--- src/hdl/snd_pkg.sv ---
// Shared widths, sound CPU address map and bus read defaults
`default_nettype none

package snd_pkg;

    // Bus widths
    localparam int addr_w = 16;
    localparam int data_w = 8;
    localparam int ram_aw = 12;

    // Memory map, top nibble 0xF is work RAM and the rest is program ROM
    localparam logic [3:0] ram_page = 4'hF;

    // I/O map
    localparam int io_hi_bit  = 7;
    localparam int pcm_rd_bit = 2;

    // Board register write offsets in the low address bits
    localparam logic [2:0] reg_pcm_lo  = 3'd0;
    localparam logic [2:0] reg_pcm_hi  = 3'd1;
    localparam logic [2:0] reg_pcm_cnt = 3'd2;
    localparam logic [2:0] reg_irq_clr = 3'd3;

    // Read defaults
    localparam logic [data_w-1:0] bus_idle = 8'hFF;
    localparam logic [data_w-1:0] vec_base = 8'hCF;

endpackage

`default_nettype wire

--- src/hdl/snd_latch.sv ---
// Main-to-sound command latch, pending interrupt flag and acknowledge vector
`default_nettype none

module snd_latch (
    input  wire logic                       clk,
    input  wire logic                       rst,
    input  wire logic [snd_pkg::data_w-1:0] main_dout,
    input  wire logic                       latch_wr,
    input  wire logic                       irq_clr,
    input  wire logic                       fm_intn,
    output logic [snd_pkg::data_w-1:0]      latch,
    output logic [snd_pkg::data_w-1:0]      int_vec,
    output logic                            int_n
);
    import snd_pkg::*;

    logic pending;

    always_ff @(posedge clk or posedge rst) begin
        if (rst) begin
            latch   <= '0;
            pending <= 1'b0;
        end else if (latch_wr) begin
            // A new command beats a clear in the same cycle
            latch   <= main_dout;
            pending <= 1'b1;
        end else if (irq_clr) begin
            pending <= 1'b0;
        end
    end

    assign int_n = !pending && fm_intn;

    // Bits 5 and 4 tell the handler which source is active (low)
    assign int_vec = vec_base | {2'b00, !pending, fm_intn, 4'h0};

    // Command from main CPU must reach the sound CPU interrupt pin
    a_latch_int: assert property (@(posedge clk) disable iff (rst)
        latch_wr |=> !int_n);

endmodule

`default_nettype wire

--- config.mk ---
export PLATFORM = sky130hd
export DESIGN_NAME = snd_latch
export DESIGN_NICKNAME = d
export VERILOG_FILES = /design/src/hdl/snd_pkg.sv /design/src/hdl/snd_latch.sv
export SDC_FILE = /design/constraint.sdc
export NUM_CORES = 1
export LEC_CHECK = 0
export BUFFER_PORTS_ARGS = -buffer_cell sky130_fd_sc_hd__buf_2
export CAP_MARGIN = 20
export CORE_AREA = 5 5 42 44
export DETAILED_ROUTE_END_ITERATION = 6
export DIE_AREA = 0 0 47 49
export PLACE_DENSITY = 0.68
export SYNTH_ARGS = -nofsm -noshare
export SYNTH_HDL_FRONTEND = slang
export SYNTH_SLANG_ARGS = --single-unit
--- constraint.sdc ---
create_clock -name clk -period 0.8 [get_ports clk]
set_input_delay 0.12 -clock clk [delete_from_list [all_inputs] [get_ports clk]]
set_output_delay 0.12 -clock clk [all_outputs]
set_load 0.02 [all_outputs]
==> summary.txt <==
Job
  – Max-cap check violation count: 0

Global route
  – Total GRT Usage: 0.0762
  – Number of global-route vias before repair: 307
  – Grt ovf: 0
  – Largest net degree at the start of global routing: 10
  – First-pass GRT wire length: 1260 um
  – Initial antenna violation count: 0

Placement
  – Placed instance count: 66
  – DP Wirelength: 638 um
  – Dpl cell area: 534 um2
  – Port Buffers: 23
  – Setup WS pre-CTS: -0.0369 ns
  – RePlAce Congestion: 0.558

Cells and area
  – N_diodes: 0
  – Most frequent cells in the layout: buf_2 (13), buf_6 (9), mux2_4 (8), dfrtp_2 (8), conb_1 (6)
  – Final Non-Filler Cells: 71
  – Most common cell after layout, fill and taps aside: buf_2
  – Final non-filler cell area: 629 um2
  – Final Core Density: 0.449
  – Share of post-route cells with drive strength above 1: 0.764
  – Final nets: 69
  – Area growth syn-to-layout: 45.0%

Pwr
  – Pwr dens: 1890 nW/um2
  – Pleak: 0.329 nW
  – Max VDD drop: 0.941 mV

Die
  – Chip Width: 47 um
  – Initial Utilization: 0.310
  – Die Y: 49 um
  – # rows: 14
  – Total die area: 2300 um2
  – Core Region: 1400 um2
  – IO Pins: 30

Run status
  – Outcome: complete, but fails checks
  – Failing checks: negative setup slack

Route
  – Vias per cell: 3.96
  – Final antenna-violating net count: 0
  – WL/cell: 11.6 um
  – First-pass DRT Iterations: 1
  – Drt drc: 0
  – Via Count: 281
  – Detailed Route WL: 825 um
  – Initial DRC count: 0

STA
  – Min Tclk post-route: 0.998 ns
  – RSZ-0062 raised after global routing: yes
  – Setup ws final: -0.198 ns
  – Final period utilization: 1.25
  – Clock Skew: 0 ns
  – FMAX: 1000 MHz
  – Max-slew violation count: 0
  – Count of final setup violators: 10
  – Endpoints failing hold: 0

Synthesis
  – Number of synthesized register bits: 9
  – Syn_area_per_cell: 14.5 um2
  – Post-Syn Area: 434 um2
  – Sequential element share of the synthesized area: 0.519
  – Mapped Cells: 30
  – Yosys warns: 0
  – Netlist cell types: 8

Clock network
  – Clk_lat worst skew: 0.25 ns
  – Setup Fix Bufs, Post-CTS: 0
  – CTS max path bufs: 2
  – Sink Count: 9
  – Num CTS Buffers: 3
  – H-tree levels: 1
  – CTS tree: built
  – Worst-path clk slew: 0.06 ns
  – Root Buffer: clkbuf_4

Setup path
  – Slowest stage delay, CP: 0.38 ns
  – Crit-path slowest cell: dfrtp_1
  – Critical Path RT: 0.68 ns
  – Setup crit end kind: output port
  – Crit-path cells: nor2b_1 -> buf_4
  – Critical path buffers and inverters: 1
  – Crit Path Max Fanout: 2
  – Crit path launch type: flop
  – Arr. time, crit path: 0.88 ns
  – CP top delay family: flip-flops
  – Critical path type: reg -> out

Min path
  – Worst hold path class: in -> reg
==> flip-flops by register name (all words and copies together) (netlist names) <==
| register | flops |
|---|---|
| latch | 8 |
| pending | 1 |
==> metal layers <==
layer / global-route usage / share of wire / vias to the layer above
met3: 0.0406 / 0.17 / 0
met2: 0.109 / 0.44 / 23
met4: 0.0276 / 0 / 0
met1: 0.0957 / 0.39 / 127
met5: 0 / 0 / -
li1: - / - / 131
==> kinds of logic after synthesis <==
logic type	synth area share
muxes	0.277
AOI/OAI and AO/OA	0.0173
other	0.00864
buffers and inverters	0.164
and+or+nand+nor	0.0144
DFF	0.519
==> path summary, 6_finish.rpt <==
kind                                      start              endpoint  slack (ns)  depth (start not counted)
max                         pending$_DFFE_PP0P_                 int_n       -0.20                          2
min                                     irq_clr   pending$_DFFE_PP0P_        0.06                          2
max reg2reg                latch[3]$_DFFE_PP0P_  latch[3]$_DFFE_PP0P_        0.01                          1
min reg2reg                latch[2]$_DFFE_PP0P_  latch[2]$_DFFE_PP0P_        0.53                          1
max in group asynchronous                   rst  latch[2]$_DFFE_PP0P_        0.16                          3
min in group asynchronous                   rst  latch[4]$_DFFE_PP0P_        0.37                          3
==> metrics by stage <==
stage          total power, W  TNS (ns)  hold WS [ns]
2_1_floorplan        0.000744    -0.178       -0.0526
3_3_place_gp         0.000799    -0.116        0.0868
3_5_place_dp         0.000803    -0.248        0.0861
4_1_cts               0.00121     -1.30        0.0489
5_1_grt               0.00126     -1.56        0.0479
6_report              0.00119     -1.19        0.0577
==> synth_stat cells <==
cell type  count  area (um2)
buf_4          7        52.6
conb_1         1        3.75
o21bai_1       1        7.51
nor2b_1        1        6.26
buf_6          1        11.3
dfrtp_1        9         225
mux2_4         8         120
inv_1          2        7.51
==> report_power, final <==
group / internal (W) / switching, W / leakage (nW)
sequential: 0.000507 / 0.0000331 / 0.0962
combinational: 0.000173 / 0.000149 / 0.218
clock: 0.000191 / 0.000137 / 0.0150
==> area by class of cell <==
cell class	count	area [um2]
fillers	133	772
flip-flops and latches	9	235
repair buffers	24	184
multi-input cells	16	156
clock buffers	4	26.3
well taps	16	20.0
inverters	2	7.51
==> what timing repair did <==
item	in CTS	in global routing
setup endpoints to repair	10	15
hold buffers	1	0
resized for setup	19	0
hold endpoints to repair	9	0
Power figures use the tool's default switching activity.
