$ cat src/hdl/snd_pkg.sv
// Shared widths, sound CPU address map and bus read defaults
`default_nettype none

package snd_pkg;

    // Bus widths
    localparam int addr_w = 16;
    localparam int data_w = 8;
    localparam int ram_aw = 12;

    // Memory map, top nibble 0xF is work RAM and the rest is program ROM
    localparam logic [3:0] ram_page = 4'hF;

    // I/O map
    localparam int io_hi_bit  = 7;
    localparam int pcm_rd_bit = 2;

    // Board register write offsets in the low address bits
    localparam logic [2:0] reg_pcm_lo  = 3'd0;
    localparam logic [2:0] reg_pcm_hi  = 3'd1;
    localparam logic [2:0] reg_pcm_cnt = 3'd2;
    localparam logic [2:0] reg_irq_clr = 3'd3;

    // Read defaults
    localparam logic [data_w-1:0] bus_idle = 8'hFF;
    localparam logic [data_w-1:0] vec_base = 8'hCF;

endpackage

`default_nettype wire

$ cat src/hdl/snd_decode.sv
// Sound CPU chip selects and the registered read-data mux
`default_nettype none

module snd_decode (
    input  wire logic                       clk,
    input  wire logic                       rst,
    input  wire logic [snd_pkg::addr_w-1:0] addr,
    input  wire logic                       mreq_n,
    input  wire logic                       iorq_n,
    input  wire logic                       rd_n,
    input  wire logic                       wr_n,
    input  wire logic                       rfsh_n,
    input  wire logic                       m1_n,
    input  wire logic [snd_pkg::data_w-1:0] rom_data,
    input  wire logic [snd_pkg::data_w-1:0] ram_dout,
    input  wire logic [snd_pkg::data_w-1:0] latch,
    input  wire logic [snd_pkg::data_w-1:0] int_vec,
    input  wire logic [snd_pkg::data_w-1:0] pcm_byte,
    input  wire logic [snd_pkg::data_w-1:0] fm_dout,
    output logic                            rom_cs,
    output logic                            ram_cs,
    output logic                            ram_we,
    output logic                            fm_cs,
    output logic                            lo_cs,
    output logic                            hi_cs,
    output logic                            cnt_cs,
    output logic                            irq_clr,
    output logic                            pcm_rd,
    output logic [snd_pkg::data_w-1:0]      cpu_din
);
    import snd_pkg::*;

    logic mem_req;
    logic io_req;
    logic io_brd;
    logic io_rd;
    logic io_wr;
    logic latch_cs;
    logic int_cs;

    // Refresh cycles put the refresh address on the bus, ignore them
    assign mem_req = !mreq_n && rfsh_n;
    // Interrupt acknowledge also asserts iorq_n, keep it out of the I/O map
    assign io_req  = !iorq_n && m1_n;
    assign io_brd  = io_req && addr[io_hi_bit];
    assign io_rd   = io_brd && !rd_n;
    assign io_wr   = io_brd && !wr_n;

    assign rom_cs  = mem_req && addr[addr_w-1 -: 4] != ram_page;
    assign ram_cs  = mem_req && addr[addr_w-1 -: 4] == ram_page;
    assign ram_we  = ram_cs && !wr_n;
    assign fm_cs   = io_req && !addr[io_hi_bit];
    assign int_cs  = !m1_n && !iorq_n;

    // Board register reads
    assign latch_cs = io_rd && !addr[pcm_rd_bit];
    assign pcm_rd   = io_rd &&  addr[pcm_rd_bit];

    // Board register writes
    assign lo_cs   = io_wr && addr[2:0] == reg_pcm_lo;
    assign hi_cs   = io_wr && addr[2:0] == reg_pcm_hi;
    assign cnt_cs  = io_wr && addr[2:0] == reg_pcm_cnt;
    assign irq_clr = io_wr && addr[2:0] == reg_irq_clr;

    always_ff @(posedge clk or posedge rst) begin
        if (rst) begin
            cpu_din <= bus_idle;
        end else if (rom_cs) begin
            cpu_din <= rom_data;
        end else if (ram_cs) begin
            cpu_din <= ram_dout;
        end else if (pcm_rd) begin
            cpu_din <= pcm_byte;
        end else if (latch_cs) begin
            cpu_din <= latch;
        end else if (int_cs) begin
            cpu_din <= int_vec;
        end else if (fm_cs) begin
            cpu_din <= fm_dout;
        end else begin
            cpu_din <= bus_idle;
        end
    end

    // No bus cycle may write two targets at once
    a_one_write: assert property (@(posedge clk) disable iff (rst)
        $onehot0({ram_we, fm_cs && !wr_n, lo_cs, hi_cs, cnt_cs, irq_clr}));

endmodule

`default_nettype wire

$ cat config.mk
export PLATFORM = sky130hd
export DESIGN_NAME = snd_decode
export DESIGN_NICKNAME = d
export VERILOG_FILES = /design/src/hdl/snd_pkg.sv /design/src/hdl/snd_decode.sv
export SDC_FILE = /design/constraint.sdc
export NUM_CORES = 1
export LEC_CHECK = 0
export BUFFER_PORTS_ARGS = -buffer_cell sky130_fd_sc_hd__buf_2
export CAP_MARGIN = 25
export CORE_UTILIZATION = 30
export DETAILED_ROUTE_END_ITERATION = 16
export GPL_ROUTABILITY_DRIVEN = 0
export MAX_ROUTING_LAYER = met4
export PLACE_DENSITY_LB_ADDON = 0.05
export SLEW_MARGIN = 10
export SYNTH_ARGS = -nofsm -noshare
export SYNTH_HDL_FRONTEND = slang
export SYNTH_SLANG_ARGS = --single-unit
$ cat constraint.sdc
create_clock -name clk -period 0.8 [get_ports clk]
set_input_delay 0.04 -clock clk [delete_from_list [all_inputs] [get_ports clk]]
set_output_delay 0.04 -clock clk [all_outputs]
set_load 0.01 [all_outputs]
==> qor.txt, run 1 <==
Yosys reg bits: 8
Final #Nets: 247
Drt via density: 5.01
Area grow syn2layout: 97.7%
Hold WC Path Type: input pin to register
Crit path DAT: 1.19 ns
Remaining Overflow, GRT: 0
Final hold violations: 0
First-pass GRT wire length: 4260 um
RSZ-0062 raised after global routing: true
Top-Level Pins: 89
CP Launch Type: input pin
Vias: 1008
Initial DRC count: 6
Status: finished with violations
Num rows: 17
Die H: 52.2 um
CTS Buf Count: 3
Port Buffer Count: 80
Largest register FFs: 8
Root Driver: clkbuf_4
Post-Syn Nets: 156
Largest Register: cpu_din
Share of the synthesized area in the top cell type: 27.8%
Post-synth EDFFs: 0
Ys Warns: 0
Peak VDD IR: 0.806 mV
Final HPWL DP: 2050 um
Seq/Total Area, Yosys: 27.8%
Max-slew violation count: 0
Failing checks: negative setup slack
Synthesized area: 757 sq um
Worst-path clk slew: 0.05 ns
Part of the cycle the worst path needs: 126%
Biggest area consumer among synthesized cells: dfstp_2
DIE AREA: 2730 sq um
Final WS setup: -0.209 ns
Regs by FF count: cpu_din: 8 flops
Worst Path Class, Setup: input pin to register
Top FF cell, synth: dfstp_2
Max-cap violations: 0
Core area: 2300 sq um
Clk buf depth: 2
WHS: 0.0332 ns
Avg Inst Size Synth: 9.01 sq um
CTS tree: yes
Leakage: 0.781 nW
GRT Util Overall: 22.3%
Max Fclk: 991 MHz
Slew of the pin with the lowest slew margin: 0.314 ns
Yosys cell types: 22
# diodes: 0
Final setup viols: 22
Finished Core Util: 65.1%
DRC viols: 0
Remaining antenna violation count after routing: 0
Synthesized instance count: 84
Initial Util: 33.0%
TritonCTS Sinks: 8
Ys async rst share: 100%
Vias in the first global route: 986
Max FO, Critical Path: 4
CP Capture Type: register
Layout cell share with drive strength beyond 1: 71.1%
Die X: 52.2 um
Final wirelength: 2810 um
First-pass iteration count of the detailed router: 3
Largest net degree at the start of global routing: 15
Synth area leaders: dfstp_2, a311o_1, mux2i_1
CTS H-tree lvls: 1
Crit path required time: 0.98 ns
Fin crit period: 1.01 ns
Drt wl/cell: 14.0 um
Slew HR: 79.0%
Power density over cell area: 967 nW/um^2
Initial antenna violation count: 0
per-stage QoR:
stage	instance area, sq um	total power [mW]	setup slack, ns	TNS, ns	instances
after floorplan	843	0.757	-0.298	-2.47	84
after global placement	1300	1.02	-0.479	-5.06	193
after detailed placement	1300	1.02	-0.500	-5.35	193
after CTS	1470	1.45	-0.243	-3.38	200
after global routing	1500	1.54	-0.243	-3.97	201
final	1500	1.45	-0.209	-3.25	201
Yosys cell counts, drive strengths merged (2+ instances only):
cell type / n
dfstp: 8
a211oi: 8
a311o: 8
nand2b: 3
nand2: 2
nor2: 19
o221ai: 8
buf: 8
mux2i: 8
inv: 2
nor3: 2
layer usage:
layer	GRT usage, %	wire (um)	up-vias
met1	26.8	1240	445
met4	3.95	17	0
met5	-	0	-
met2	38.2	1330	54
met3	5.51	225	2
li1	-	-	507
logic make-up after synthesis:
logic type             after synthesis  share of synthesized area, %
multiplexers                         8                          10.6
flip-flops                           8                          27.8
AND/OR/NAND/NOR                     33                          23.1
AO/OA/AOI/OAI                       24                          27.8
buffers and inverters               11                          10.7
where the power goes:
| group | switching [mW] | internal, mW | total, mW |
|---|---|---|---|
| clock | 0.135 | 0.171 | 0.306 |
| sequential | 0.0189 | 0.477 | 0.496 |
| combinational | 0.266 | 0.379 | 0.645 |
| total | 0.419 | 1.03 | 1.45 |
layout make-up:
| type | count | area (sq um) |
|---|---|---|
| fillers | 230 | 801 |
| repair buffers | 94 | 652 |
| multi-input cells | 65 | 566 |
| flip-flops and latches | 8 | 210 |
| well taps | 28 | 35.0 |
| clock buffers | 3 | 22.5 |
| inverters | 3 | 11.3 |
cells in the final DEF (no fill, tap or decap):
cell type / count
o221ai_2: 8
clkbuf_4: 3
a211oi_1: 8
nor3b_4: 1
nor3_2: 1
dfstp_2: 8
and3_1: 1
mux2i_1: 8
nand2b_4: 2
clkinv_1: 1
nor2b_1: 1
a311o_1: 8
or2_2: 1
buf_6: 17
dlygate4sd3_1: 1
nand2_1: 2
buf_4: 5
nor2_1: 17
buf_2: 68
nor4b_4: 1
nand2b_2: 1
nor3_4: 1
bufbuf_16: 1
inv_1: 2
nor2_2: 2
buf_12: 2
or3b_4: 1
nand4_1: 1
critical path, stage by stage:
cell and delay [ns]:
buf_6 0.09, or3b_4 0.39, buf_2 0.17, o221ai_2 0.16, nor2_1 0.06, a311o_1 0.27
what timing repair did:
item,CTS,global route
pin swaps,4,3
gates cloned,1,1
resized for setup,17,5
hold buffers,1,0
endpoints found under the setup margin,23,23
buffers inserted,2,0
hold endpoints to repair,8,0
worst paths after layout:
path	slack, ns	cells after the start	startpoint	endpoint
min in group asynchronous	0.55	3	rst	cpu_din[4]
max in group asynchronous	0.22	3	rst	cpu_din[5]
setup / recovery	-0.21	6	addr[7]	cpu_din[2]
hold / removal	0.03	2	pcm_byte[1]	cpu_din[1]
No activity file was read; power rests on OpenSTA's default activity.
==> run 2: changes to the inputs <==
- ABC_AREA: default -> 1
- BUFFER_PORTS_ARGS: -buffer_cell sky130_fd_sc_hd__buf_2 -> -buffer_cell sky130_fd_sc_hd__buf_4
- CORE_UTILIZATION: 30 -> 31
==> qor.txt, run 2 <==
Delay-heaviest family, CP: flip-flops
GRT Util Overall: 21.1% (-1.2 points)
Design Area, Final: 1940 sq um (+30%)
Slew HR: 76.2% (-2.8 points)
Peak VDD IR: 0.917 mV (+14%)
TNS Setup: -1.30 ns (+1.95 ns)
DIE AREA: 2890 sq um (+6.1%)
Top-Level Pins: 89 (unchanged)
Synth area leaders: dfstp_2, nor2_1, nand2_1
WHS: -0.0198 ns (-0.0531 ns)
Max-slew violation count: 0 (unchanged)
Post-Syn Nets: 221 (+42%)
Fraction of synthesized area in multiplexers: 0% (-11 points)
Area of placed instances: 1510 sq um (+16%)
Final HPWL DP: 2180 um (+6.0%)
Avg Inst Size Synth: 5.58 sq um (-38%)
# diodes: 0 (unchanged)
Post-synth EDFFs: 0 (unchanged)
Yosys cell types: 18 (-18%)
Synthesized instance count: 149 (+77%)
CP Launch Type: register
Vias: 1295 (+28%)
Buf+Inv Stages, Crit Path: 1 (-1)
Crit path required time: 0.76 ns (-0.22 ns)
Area occupied by multi-input gates: 672 sq um (+19%)
CTS Buf Count: 3 (unchanged)
Max FO, Critical Path: 1 (-3)
Area grow syn2layout: 133%
Reg area: 210 sq um (unchanged)
Slew of the pin with the lowest slew margin: 0.357 ns (+0.0430 ns)
Layout cell share with drive strength beyond 1: 55.4% (-16 points)
Final wirelength: 3100 um (+10%)
Largest net degree at the start of global routing: 21 (+6)
Num rows: 18 (+1)
Largest Register: cpu_din
Ys async rst share: 100% (unchanged)
Share of the synthesized area in the top cell type: 25.3% (-2.5 points)
First-pass iteration count of the detailed router: 4 (+1)
Leading cell type in the layout, fill and taps excluded: buf_4
Yosys reg bits: 8 (unchanged)
Remaining Overflow, GRT: 0 (unchanged)
Xor/xnor share of the synthesized area: 0% (unchanged)
Part of the cycle the worst path needs: 116% (-10 points)
Root Driver: clkbuf_4
Finished Core Util: 77.6% (+12 points)
Synth Area in Compound Gates: 3.61% (-24 points)
Top post-synthesis cells by count: nor2_1, nand2_1, nand3_1
Max Fclk: 1080 MHz (+9.0%)
CTS tree: yes
Inst Count DP: 258 (+34%)
Final hold violations: 8 (+8)
Main combinational cell family by area after synthesis: simple AND/OR/NAND/NOR gates
Initial Util: 33.3% (+0.33 points)
Synthesized area: 832 sq um (+9.9%)
Crit path DAT: 0.89 ns (-0.30 ns)
DRC viols: 0 (unchanged)
Initial antenna violation count: 0 (unchanged)
Core area: 2500 sq um (+8.8%)
Simple-Gate Fraction of Synth Area: 57.9% (+35 points)
CP peak stage delay: 0.54 ns (+0.15 ns)
Max stage delay cell, worst path: dfstp_2
Regs by FF count: cpu_din: 8 flops
Ys Warns: 0 (unchanged)
Finished Layout Cells: 279 (+39%)
CTS H-tree lvls: 1 (unchanged)
Fin crit period: 0.926 ns (-0.0834 ns)
Most frequent cell after synthesis: nor2_1
Clk buf depth: 2 (unchanged)
First-pass GRT wire length: 4350 um (+2.3%)
Leakage: 1.02 nW (+31%)
Top FF cell, synth: dfstp_2
Hold WC Path Type: input pin to asynchronous set/reset pin
Worst Path Class, Setup: register to output pin
Post-Synth Adder-Cell Area: 0% (unchanged)
Die H: 53.8 um (+3.0%)
Seq/Total Area, Yosys: 25.3% (-2.5 points)
Worst-path clk slew: 0.05 ns (about the same)
Final WS setup: -0.126 ns (+0.0834 ns)
CP Capture Type: output pin
Die X: 53.8 um (+3.0%)
Remaining antenna violation count after routing: 0 (unchanged)
Port Buffer Count: 80 (unchanged)
Final #Nets: 323 (+31%)
TritonCTS Sinks: 8 (unchanged)
Fillers: 203 (-12%)
RSZ-0062 raised after global routing: true
Most frequent cells in the layout: buf_4, nor2_1, nand2_1
Initial DRC count: 17 (+11)
Post-place setup slack: -0.209 ns (+0.291 ns)
Power density over cell area: 832 nW/um^2 (-14%)
Failing checks: negative hold slack, negative setup slack
Crit-path cells: buf_6
Status: finished with violations
Final setup viols: 19 (-14%)
Largest register FFs: 8 (unchanged)
Drt wl/cell: 11.1 um (-20%)
Drt via density: 4.64 (-7.4%)
Biggest area consumer among synthesized cells: dfstp_2
Max-cap violations: 0 (unchanged)
Vias in the first global route: 1198 (+22%)
-- run 2: kinds of logic (layout without fill, tap and decap cells) --
kind of cell | after synthesis | after routing
AOI/OAI and AO/OA | 6 | 6
DFF | 8 | 8
and+or+nand+nor | 109 | 109
buffers and inverters | 26 | 126
-- run 2: final cells by class --
class,instances,share of cell area (%)
clock buffers,3,1.16
inverters,21,4.19
multi-input cells,115,34.6
well taps,30,1.94
repair buffers,102,47.2
flip-flops and latches,8,10.8
-- run 2: per-layer routing --
metal  GRT usage [%]  routed length, um
met5               -                  0
met4            2.63                 12
met3            5.37                172
met2            44.9               1860
met1            18.0               1060
-- run 2: per-stage QoR --
| step | power [mW] | hold WS, ns |
|---|---|---|
| 6_report | 1.61 | -0.0198 |
| 5_1_grt | 1.71 | 0.0222 |
| 4_1_cts | 1.54 | 0.00999 |
| 3_5_place_dp | 1.13 | 0.245 |
| 3_3_place_gp | 1.12 | 0.243 |
| 2_1_floorplan | 0.742 | 0.0826 |
-- run 2: path summary, 6_finish.rpt --
| path | start | end | slack [ns] | cells after the start |
|---|---|---|---|---|
| min in group clk | ram_dout[3] | cpu_din[3] | 0.12 | 5 |
| setup / recovery | cpu_din[7] | cpu_din[7] | -0.13 | 1 |
| hold / removal | rst | cpu_din[6] | -0.02 | 2 |
| max in group asynchronous | rst | cpu_din[3] | 0.80 | 2 |
-- run 2: power breakdown --
| part | internal [mW] | switching (mW) | leakage, nW | total [mW] |
|---|---|---|---|---|
| clock | 0.171 | 0.131 | 0.0138 | 0.302 |
| sequential | 0.488 | 0.0252 | 0.0843 | 0.513 |
| combinational | 0.470 | 0.329 | 0.925 | 0.799 |
-- run 2: what timing repair did --
action	in CTS	in global routing
resized for setup	18	38
hold buffers	8	0
endpoints found under the hold margin	8	0
setup buffers	5	5
setup endpoints to repair	14	23
pin swaps	3	25
