### src/hdl/snd_pkg.sv
// Shared widths, sound CPU address map and bus read defaults
`default_nettype none

package snd_pkg;

    // Bus widths
    localparam int addr_w = 16;
    localparam int data_w = 8;
    localparam int ram_aw = 12;

    // Memory map, top nibble 0xF is work RAM and the rest is program ROM
    localparam logic [3:0] ram_page = 4'hF;

    // I/O map
    localparam int io_hi_bit  = 7;
    localparam int pcm_rd_bit = 2;

    // Board register write offsets in the low address bits
    localparam logic [2:0] reg_pcm_lo  = 3'd0;
    localparam logic [2:0] reg_pcm_hi  = 3'd1;
    localparam logic [2:0] reg_pcm_cnt = 3'd2;
    localparam logic [2:0] reg_irq_clr = 3'd3;

    // Read defaults
    localparam logic [data_w-1:0] bus_idle = 8'hFF;
    localparam logic [data_w-1:0] vec_base = 8'hCF;

endpackage

`default_nettype wire

### src/hdl/pcm_player.sv
// PCM sample address register, count-up, sample ROM fetch and signed output
`default_nettype none

module pcm_player (
    input  wire logic                       clk,
    input  wire logic                       rst,
    input  wire logic [snd_pkg::data_w-1:0] din,
    input  wire logic                       lo_cs,
    input  wire logic                       hi_cs,
    input  wire logic                       cnt_cs,
    input  wire logic [snd_pkg::data_w-1:0] pcm_data,
    input  wire logic                       pcm_ok,
    output logic                            pcm_cs,
    output logic [snd_pkg::addr_w-1:0]      pcm_addr,
    output logic [snd_pkg::data_w-1:0]      pcm_byte,
    output logic signed [snd_pkg::data_w-1:0] snd
);
    import snd_pkg::*;

    logic lo_l;
    logic hi_l;
    logic cnt_l;
    logic lo_rise;
    logic hi_rise;
    logic cnt_rise;
    logic start;

    // Strobes last the whole bus cycle, act once on the leading edge
    assign lo_rise  = lo_cs && !lo_l;
    assign hi_rise  = hi_cs && !hi_l;
    assign cnt_rise = cnt_cs && !cnt_l;
    assign start    = lo_rise || hi_rise || cnt_rise;

    always_ff @(posedge clk or posedge rst) begin
        if (rst) begin
            lo_l     <= 1'b0;
            hi_l     <= 1'b0;
            cnt_l    <= 1'b0;
            pcm_addr <= '0;
            pcm_cs   <= 1'b0;
            pcm_byte <= '0;
            snd      <= '0;
        end else begin
            lo_l  <= lo_cs;
            hi_l  <= hi_cs;
            cnt_l <= cnt_cs;
            if (lo_rise) begin
                pcm_addr[data_w-1:0] <= din;
            end else if (hi_rise) begin
                pcm_addr[addr_w-1:data_w] <= din;
            end else if (cnt_rise) begin
                pcm_addr <= pcm_addr + 1'b1;
            end
            if (start) begin
                // Restart keeps cs high and drops any answer for the old address
                pcm_cs <= 1'b1;
            end else if (pcm_cs && pcm_ok) begin
                pcm_cs   <= 1'b0;
                pcm_byte <= pcm_data;
                // Offset binary to two's complement
                snd      <= signed'({!pcm_data[data_w-1], pcm_data[data_w-2:0]});
            end
        end
    end

    // The sample ROM sees one address for the life of a fetch
    a_addr_stable: assert property (@(posedge clk) disable iff (rst)
        pcm_cs && !start |=> $stable(pcm_addr));

endmodule

`default_nettype wire

### config.mk
export PLATFORM = sky130hd
export DESIGN_NAME = pcm_player
export DESIGN_NICKNAME = d
export VERILOG_FILES = /design/src/hdl/snd_pkg.sv /design/src/hdl/pcm_player.sv
export SDC_FILE = /design/constraint.sdc
export NUM_CORES = 1
export LEC_CHECK = 0
export BUFFER_PORTS_ARGS = -buffer_cell sky130_fd_sc_hd__buf_2
export CAP_MARGIN = 5
export CORE_UTILIZATION = 50
export DETAILED_ROUTE_END_ITERATION = 12
export PLACE_DENSITY_LB_ADDON = 0.2
export SLEW_MARGIN = 5
export SYNTH_ARGS = -nofsm -noshare
export SYNTH_HDL_FRONTEND = slang
export SYNTH_SLANG_ARGS = --single-unit
### constraint.sdc
create_clock -name clk -period 4.15 [get_ports clk]
set_clock_uncertainty 0.05 [all_clocks]
set_input_delay 0.83 -clock clk [delete_from_list [all_inputs] [get_ports clk]]
set_output_delay 0.83 -clock clk [all_outputs]
set_load 0.005 [all_outputs]
==> summary.txt, run 1 <==
Place
  – Placed standard-cell area: 1830 sq um
  – Port Buf Inserts: 54
  – Setup WS pre-CTS: 1.68 ns
  – Final HPWL DP: 2660 microns
  – Routability cong.: 0.911
  – Inst Count DP: 242

Logic synthesis
  – Asr flop ratio synth: 1.00
  – Post-Synth XOR/XNOR Area: 0.0273
  – Synth unique cells: 50
  – Mux cell area share after synthesis: 0.0749
  – EDFF count, synth: 0
  – Post-Synth Simple-Gate Area: 0.219
  – Post-synthesis sequential area ratio: 0.453
  – Post-synthesis cell count: 156
  – Yosys warning count: 0
  – Yosys reg bits: 29
  – Most used flip-flop cell after synthesis: dfrtp_1
  – Syn_nets: 179
  – Largest family of logic cells by synthesized area: simple AND/OR/NAND/NOR gates
  – Synth Area in Compound Gates: 0.148
  – Fraction of the mapped netlist area in adder cells: 0.00781
  – Mean Syn Cell Area: 10.3 sq um
  – Synthesized cell area: 1600 sq um

Floorplan
  – Core Area: 3050 sq um
  – Row cnt: 20
  – Initial Utilization: 0.525
  – I/O Pins: 55
  – Chip Width: 58.6 microns
  – Vert. Die Dim: 58.6 microns
  – Die area: 3440 sq um

Worst setup path
  – CP Data Required Time: 4.33 ns
  – Highest net fanout along the worst path: 18
  – Startpoint Class: input port
  – Crit end category: flop
  – Setup CP Type: in2reg
  – Arr. time, crit path: 2.34 ns

Clock network
  – Clk buf depth: 2
  – Cts hold-fix bufs: 0
  – CTS buffer count: 5
  – Clock-pin slew on the worst setup and hold paths: 0.10 ns
  – CTS tree: built
  – Buffers inserted by post-CTS timing repair: 0
  – Root Buffer: clkbuf_4
  – CTS HTree Levels: 2
  – Clk sinks: 29
  – Post-CTS sizing: 0
  – Skew-Pair Late Insertion Delay: 0.33 ns

Cells and area
  – Area growth syn-to-layout: 19.6%
  – Fin cells: 250
  – Most frequent cells in the layout: buf_2, dfrtp_1, nand2_1, a21oi_1, o21ai_0
  – Most common cell after layout, fill and taps aside: buf_2
  – ANT cells: 0
  – Final Cell Area: 1920 sq um
  – Post-layout util: 0.628
  – Nets@finish: 228
  – Share of layout cells above drive strength 1: 0.374

Timing
  – Final setup vio count: 0
  – Fin. max-slew vios: 0
  – RSZ-0062 raised after global routing: false
  – Headroom to the max-slew limit: 0.280
  – Worst slew pin tran: 1.08 ns
  – Final Worst Setup Slack: 1.99 ns
  – Final Hold Fails: 0
  – Total negative slack: 0 ns
  – Fin Hold WS: 0.472 ns
  – Peak Freq: 462 MHz
  – Final Cycle Share: 0.522
  – Tmin final: 2.16 ns

Run
  – Max_cap viols: 0

Power
  – Pleak: 0.868 nW
  – Final Power: 836 uW
  – Cell Pwr Density: 436 nW/um^2
  – Max IR drop VDD: 0.220 mV

Detailed routing
  – Wl on met1: 1630 microns
  – DR pass1 iterations: 4
  – Vias: 1393
  – Drt via density: 5.57
  – WL met3: 137 microns
  – Post-route DRC: 0
  – Final ANT Viol Nets: 0
  – Met2 WL: 1770 microns
  – Max Used Layer: met4
  – Routed wire length: 3610 microns
  – WL/cell: 14.4 microns
  – Initial DRC count: 80

Global route
  – Initial antenna violation count: 0
  – Grt ovf: 0
  – Largest net degree at the start of global routing: 30
  – GRT Total Usage: 0.241
  – Global-route wire length before repair: 6200 microns
  – Vias in the first global route: 1375

Run status
  – Status: complete, no violations

Worst hold path
  – Worst hold path class: reg2reg
path summary, 6_finish.rpt:
| path | endpoint | depth (start not counted) | slack [ns] | start |
|---|---|---|---|---|
| max | pcm_addr[10] | 5 | 1.99 | hi_cs |
| min | pcm_byte[7] | 1 | 0.47 | pcm_byte[7] |
| max reg2reg | pcm_addr[10] | 4 | 2.08 | hi_l |
| min reg2reg | pcm_byte[7] | 1 | 0.47 | pcm_byte[7] |
| max in group asynchronous | pcm_addr[11] | 2 | 2.69 | rst |
| min in group asynchronous | snd[7] | 2 | 0.70 | rst |
cells in the mapped netlist (3+ instances only):
cell | instances | area, sq um
dfrtp_1 | 29 | 726
mux2i_1 | 3 | 30.0
buf_4 | 7 | 52.6
xnor2_1 | 4 | 35.0
nand4_1 | 4 | 25.0
nor2_1 | 7 | 26.3
o21ai_0 | 9 | 45.0
and3_1 | 4 | 25.0
nor3_1 | 4 | 20.0
nand2b_1 | 3 | 18.8
mux2_2 | 8 | 90.1
nand3_1 | 7 | 35.0
nand2_1 | 14 | 52.6
a21oi_1 | 10 | 50.1
metal layers:
| layer | vias up | global-route usage |
|---|---|---|
| li1 | 661 | - |
| met1 | 679 | 0.295 |
| met2 | 45 | 0.402 |
| met3 | 8 | 0.0681 |
| met4 | 0 | 0.0952 |
| met5 | - | 0 |
cells by family (layout without fill, tap and decap cells):
family	Yosys count	in the layout
AO/OA/AOI/OAI	37	37
XOR/XNOR	5	5
adder cells (fa/ha/maj)	1	1
buffers and inverters	15	65
flip-flops	29	29
multiplexers	11	11
AND/OR/NAND/NOR	58	58
critical path, stage by stage:
cell	delay (ns)
buf_2	0.10
nand2b_1	0.34
a21oi_1	0.75
nor2_1	0.08
a211oi_1	0.24
where the power goes:
group | internal [mW] | total [mW] | switching, mW
clock network | 0.144 | 0.240 | 0.0958
logic | 0.107 | 0.205 | 0.0976
registers | 0.334 | 0.391 | 0.0576
state kept, by name, summed over array words and instances (netlist names):
name      cells
pcm_byte      8
lo_l          1
pcm_cs        1
cnt_l         1
snd           1
hi_l          1
pcm_addr     16
final cells by class:
type | count | area, sq um
timing repair buffer | 55 | 278
inverter | 2 | 7.51
multi-input combinational | 112 | 766
clock buffer | 7 | 55.1
sequential | 29 | 726
clock inverter | 1 | 30.0
tap | 44 | 55.1
fill | 297 | 1140
(Power assumes the default switching activity.)
==> inputs of run 2 (changes only) <==
--- a/config.mk
+++ b/config.mk
@@ -5,9 +5,10 @@
 export SDC_FILE = /design/constraint.sdc
 export NUM_CORES = 1
 export LEC_CHECK = 0
+export ABC_AREA = 1
 export BUFFER_PORTS_ARGS = -buffer_cell sky130_fd_sc_hd__buf_2
 export CAP_MARGIN = 5
-export CORE_UTILIZATION = 50
+export CORE_UTILIZATION = 46
 export DETAILED_ROUTE_END_ITERATION = 12
 export PLACE_DENSITY_LB_ADDON = 0.2
 export SLEW_MARGIN = 5
==> constraint.sdc (replaced) <==
create_clock -name clk -period 1.8 [get_ports clk]
set_clock_uncertainty 0.05 [all_clocks]
set_input_delay 0.36 -clock clk [delete_from_list [all_inputs] [get_ports clk]]
set_output_delay 0.36 -clock clk [all_outputs]
set_load 0.005 [all_outputs]
==> run 2 against run 1 <==
Power rose by 140%. Sequential cell count did not move. Global-route usage fell by 2.0 points. Via count rose by 15%. Largest cell class unchanged. Highest routed layer unchanged.
==> summary.txt, run 2 <==
Floorplan
  – Die area: 4030 sq um (+17%)
  – I/O Pins: 55 (unchanged)
  – Vert. Die Dim: 63.5 microns (+8.3%)
  – Initial Utilization: 0.501 (-0.0236)
  – Core Area: 3470 sq um (+14%)
  – Row cnt: 21 (+5.0%)
  – Chip Width: 63.5 microns (+8.3%)

Logic synthesis
  – Asr flop ratio synth: 1.00 (unchanged)
  – Most used flip-flop cell after synthesis: dfrtp_1
  – Synth unique cells: 30 (-40%)
  – Yosys warning count: 0 (unchanged)
  – EDFF count, synth: 0 (unchanged)
  – Top cell type's share of synthesized area: 0.417 (-0.0355)
  – Post-synthesis cell count: 230 (+47%)
  – Post-synth top area cell: dfrtp_1
  – Yosys reg bits: 29 (unchanged)
  – Ranking of synthesized cells by area: dfrtp_1, nand2_1, inv_1
  – Syn_nets: 253 (+41%)
  – Top-count cell post-synth: nand2_1
  – Post-synth top cells: nand2_1, dfrtp_1, inv_1
  – Synthesized cell area: 1740 sq um (+8.5%)
  – Mean Syn Cell Area: 7.56 sq um (-26%)
  – Post-synthesis sequential area ratio: 0.417 (-0.0355)

Power
  – Cell Pwr Density: 959 nW/um^2 (+120%)
  – Clk pwr share: 0.266 (-0.021)
  – Int Pwr: 1.33 mW (+130%)
  – Pleak: 1.12 nW (+29%)
  – Logic pwr share: 0.277 (+0.032)
  – Sw frac: 0.336 (+0.0355)
  – P_sw: 674 uW (+170%)
  – Max IR drop VDD: 0.503 mV (+130%)
  – Seq pwr share: 0.457 (-0.011)

Place
  – Routability cong.: 0.851 (-6.6%)
  – Final HPWL DP: 2890 microns (+8.5%)
  – Port Buf Inserts: 54 (unchanged)
  – Inst Count DP: 321 (+33%)

Global route
  – Met2 GRT Util: 0.327 (-0.0752)
  – Grt ovf: 0 (unchanged)
  – Initial antenna violation count: 0 (unchanged)
  – Vias in the first global route: 1488 (+8.2%)
  – Global-route wire length before repair: 6740 microns (+8.8%)
  – GRT Total Usage: 0.221 (-0.0200)
  – Largest net degree at the start of global routing: 30 (unchanged)
  – Met1 GRT Util: 0.284 (-0.0110)
  – Global Route met3 Usage: 0.0815 (+0.0134)
  – GRT busiest layer: met2

Cells and area
  – Nets@finish: 305 (+34%)
  – Fill cell count: 333 (+12%)
  – Most frequent cells in the layout: nand2_1, buf_2, dfrtp_1, inv_1, nor2_1
  – Share of layout cells above drive strength 1: 0.319 (-0.0546)
  – ANT cells: 0 (unchanged)
  – Max FFs per register: 16 (unchanged)
  – Area growth syn-to-layout: 20.4%
  – Fin cells: 328 (+31%)
  – Most common cell after layout, fill and taps aside: nand2_1
  – Top Registers: pcm_addr (16), pcm_byte (8)
  – Largest Register: pcm_addr

Worst setup path
  – CP dominant cell by count: nand2_1
  – Startpoint Class: flop
  – CP Cell Sequence: ha_1, inv_1, nor2_2, nand2_2, clkinv_1, nand3_1, nand2_1, nand2_1, nand2_1, inv_1
  – Highest net fanout along the worst path: 6 (-12)
  – CP Data Required Time: 1.93 ns (-2.40 ns)
  – Arr. time, crit path: 1.64 ns (-0.70 ns)
  – Setup CP Type: reg2reg
  – Highest cell delay on the worst timing path: 0.44 ns (-0.31 ns)
  – Critical-path top delay cell: dfrtp_1
  – Crit end category: flop

Clock network
  – CTS tree: built
  – CTS buffer count: 5 (unchanged)
  – Clk buf depth: 2 (unchanged)
  – Clk sinks: 29 (unchanged)
  – Clock-pin slew on the worst setup and hold paths: 0.06 ns (-0.04 ns)
  – Buffers inserted by post-CTS timing repair: 0 (unchanged)
  – CTS HTree Levels: 2 (unchanged)
  – Root Buffer: clkbuf_8
  – Cts hold-fix bufs: 0 (unchanged)
  – Skew-Pair Late Insertion Delay: 0.28 ns (-0.05 ns)
  – Post-CTS sizing: 0 (unchanged)

Timing
  – Peak Freq: 663 MHz
  – Tmin final: 1.51 ns
  – Worst slew pin tran: 0.358 ns (-0.720 ns)
  – RSZ-0062 raised after global routing: false
  – Fin. max-slew vios: 0 (unchanged)
  – Final Hold Fails: 0 (unchanged)
  – Headroom to the max-slew limit: 0.761 (+0.481)
  – Total negative slack: 0 ns (unchanged)
  – Final Cycle Share: 0.838
  – Final setup vio count: 0 (unchanged)

Worst hold path
  – Worst hold path class: in2async

Detailed routing
  – Final ANT Viol Nets: 0 (unchanged)
  – Routed wire length: 3810 microns (+5.5%)
  – Vias: 1600 (+15%)
  – Drt via density: 4.88 (-12%)
  – DR pass1 iterations: 4 (unchanged)
  – Initial DRC count: 92 (+15%)
  – Post-route DRC: 0 (unchanged)
  – WL/cell: 11.6 microns (-20%)

Run
  – Max_cap viols: 0 (unchanged)

Run status
  – Status: complete, no violations
-- run 2: cell types whose count changed in the layout (fill, tap and decap cells not counted), moves of 8 or more --
cell | previous run | this run
mux2_2 | 8 | 0
inv_1 | 2 | 22
nand2_1 | 14 | 77
nand3_1 | 7 | 15
nor2_1 | 7 | 17
-- run 2: power by group through the flow --
stage	sequential [mW]	combinational, mW	clock, mW
after detailed placement	0.929	0.561	0
after global placement	0.924	0.554	0
after global routing	0.938	0.643	0.582
after floorplan	0.920	0.364	0
after CTS	0.918	0.563	0.545
final	0.918	0.557	0.533
-- run 2: logic make-up after synthesis --
group | after synthesis | share of synthesized area
buf+inv | 40 | 0.106
xor+xnor | 6 | 0.0302
flops | 29 | 0.417
compound gates | 21 | 0.0770
simple gates | 133 | 0.362
fa+ha+maj | 1 | 0.00719
-- run 2: final cells by class --
| type | instances | area [sq um] | share of cell area |
|---|---|---|---|
| Inverter | 30 | 118 | 0.0562 |
| Tap cell | 46 | 57.6 | 0.0275 |
| Sequential cell | 29 | 726 | 0.347 |
| Timing Repair Buffer | 55 | 278 | 0.133 |
| Multi-Input combinational cell | 161 | 828 | 0.396 |
| Clock buffer | 7 | 86.3 | 0.0412 |
-- run 2: worst max-delay path, delay by kind of cell (launching register included) --
kind,cells,cell delay [ns]
and+or+nand+nor,6,0.50
buffers and inverters,3,0.17
adders and majority gates,1,0.24
DFF,1,0.44
-- run 2: routing by layer --
| metal | wire length [microns] | part of all wire | vias to the layer above |
|---|---|---|---|
| met5 | 0 | 0 | - |
| met1 | 1810 | 0.48 | 725 |
| met2 | 1680 | 0.44 | 57 |
| li1 | - | - | 812 |
| met3 | 247 | 0.065 | 6 |
| met4 | 59 | 0.016 | 0 |
-- run 2: final timing paths --
check / startpoint / to / slack [ns] / cells past startpoint
max: pcm_addr[0] / pcm_addr[10] / 0.29 / 10
min: rst / pcm_addr[2] / 0.08 / 3
max reg2reg: pcm_addr[0] / pcm_addr[10] / 0.29 / 10
min reg2reg: snd[7] / snd[7] / 0.44 / 1
max in group asynchronous: rst / snd[7] / 1.35 / 3
min in group clk: cnt_cs / cnt_l / 0.15 / 1
-- run 2: through the flow --
stage / total power [mW] / area [sq um] / worst slack [ns] / utilization / hold slack [ns]
4_1_cts: 2.03 / 2090 / 0.308 / 0.604 / 0.0986
2_1_floorplan: 1.28 / 1740 / 0.439 / - / 0.341
3_3_place_gp: 1.48 / 2010 / 0.316 / 0.579 / 0.399
3_5_place_dp: 1.49 / 2010 / 0.294 / 0.579 / 0.402
5_1_grt: 2.16 / 2090 / 0.137 / 0.604 / 0.119
6_report: 2.01 / 2090 / 0.291 / 0.604 / 0.0837
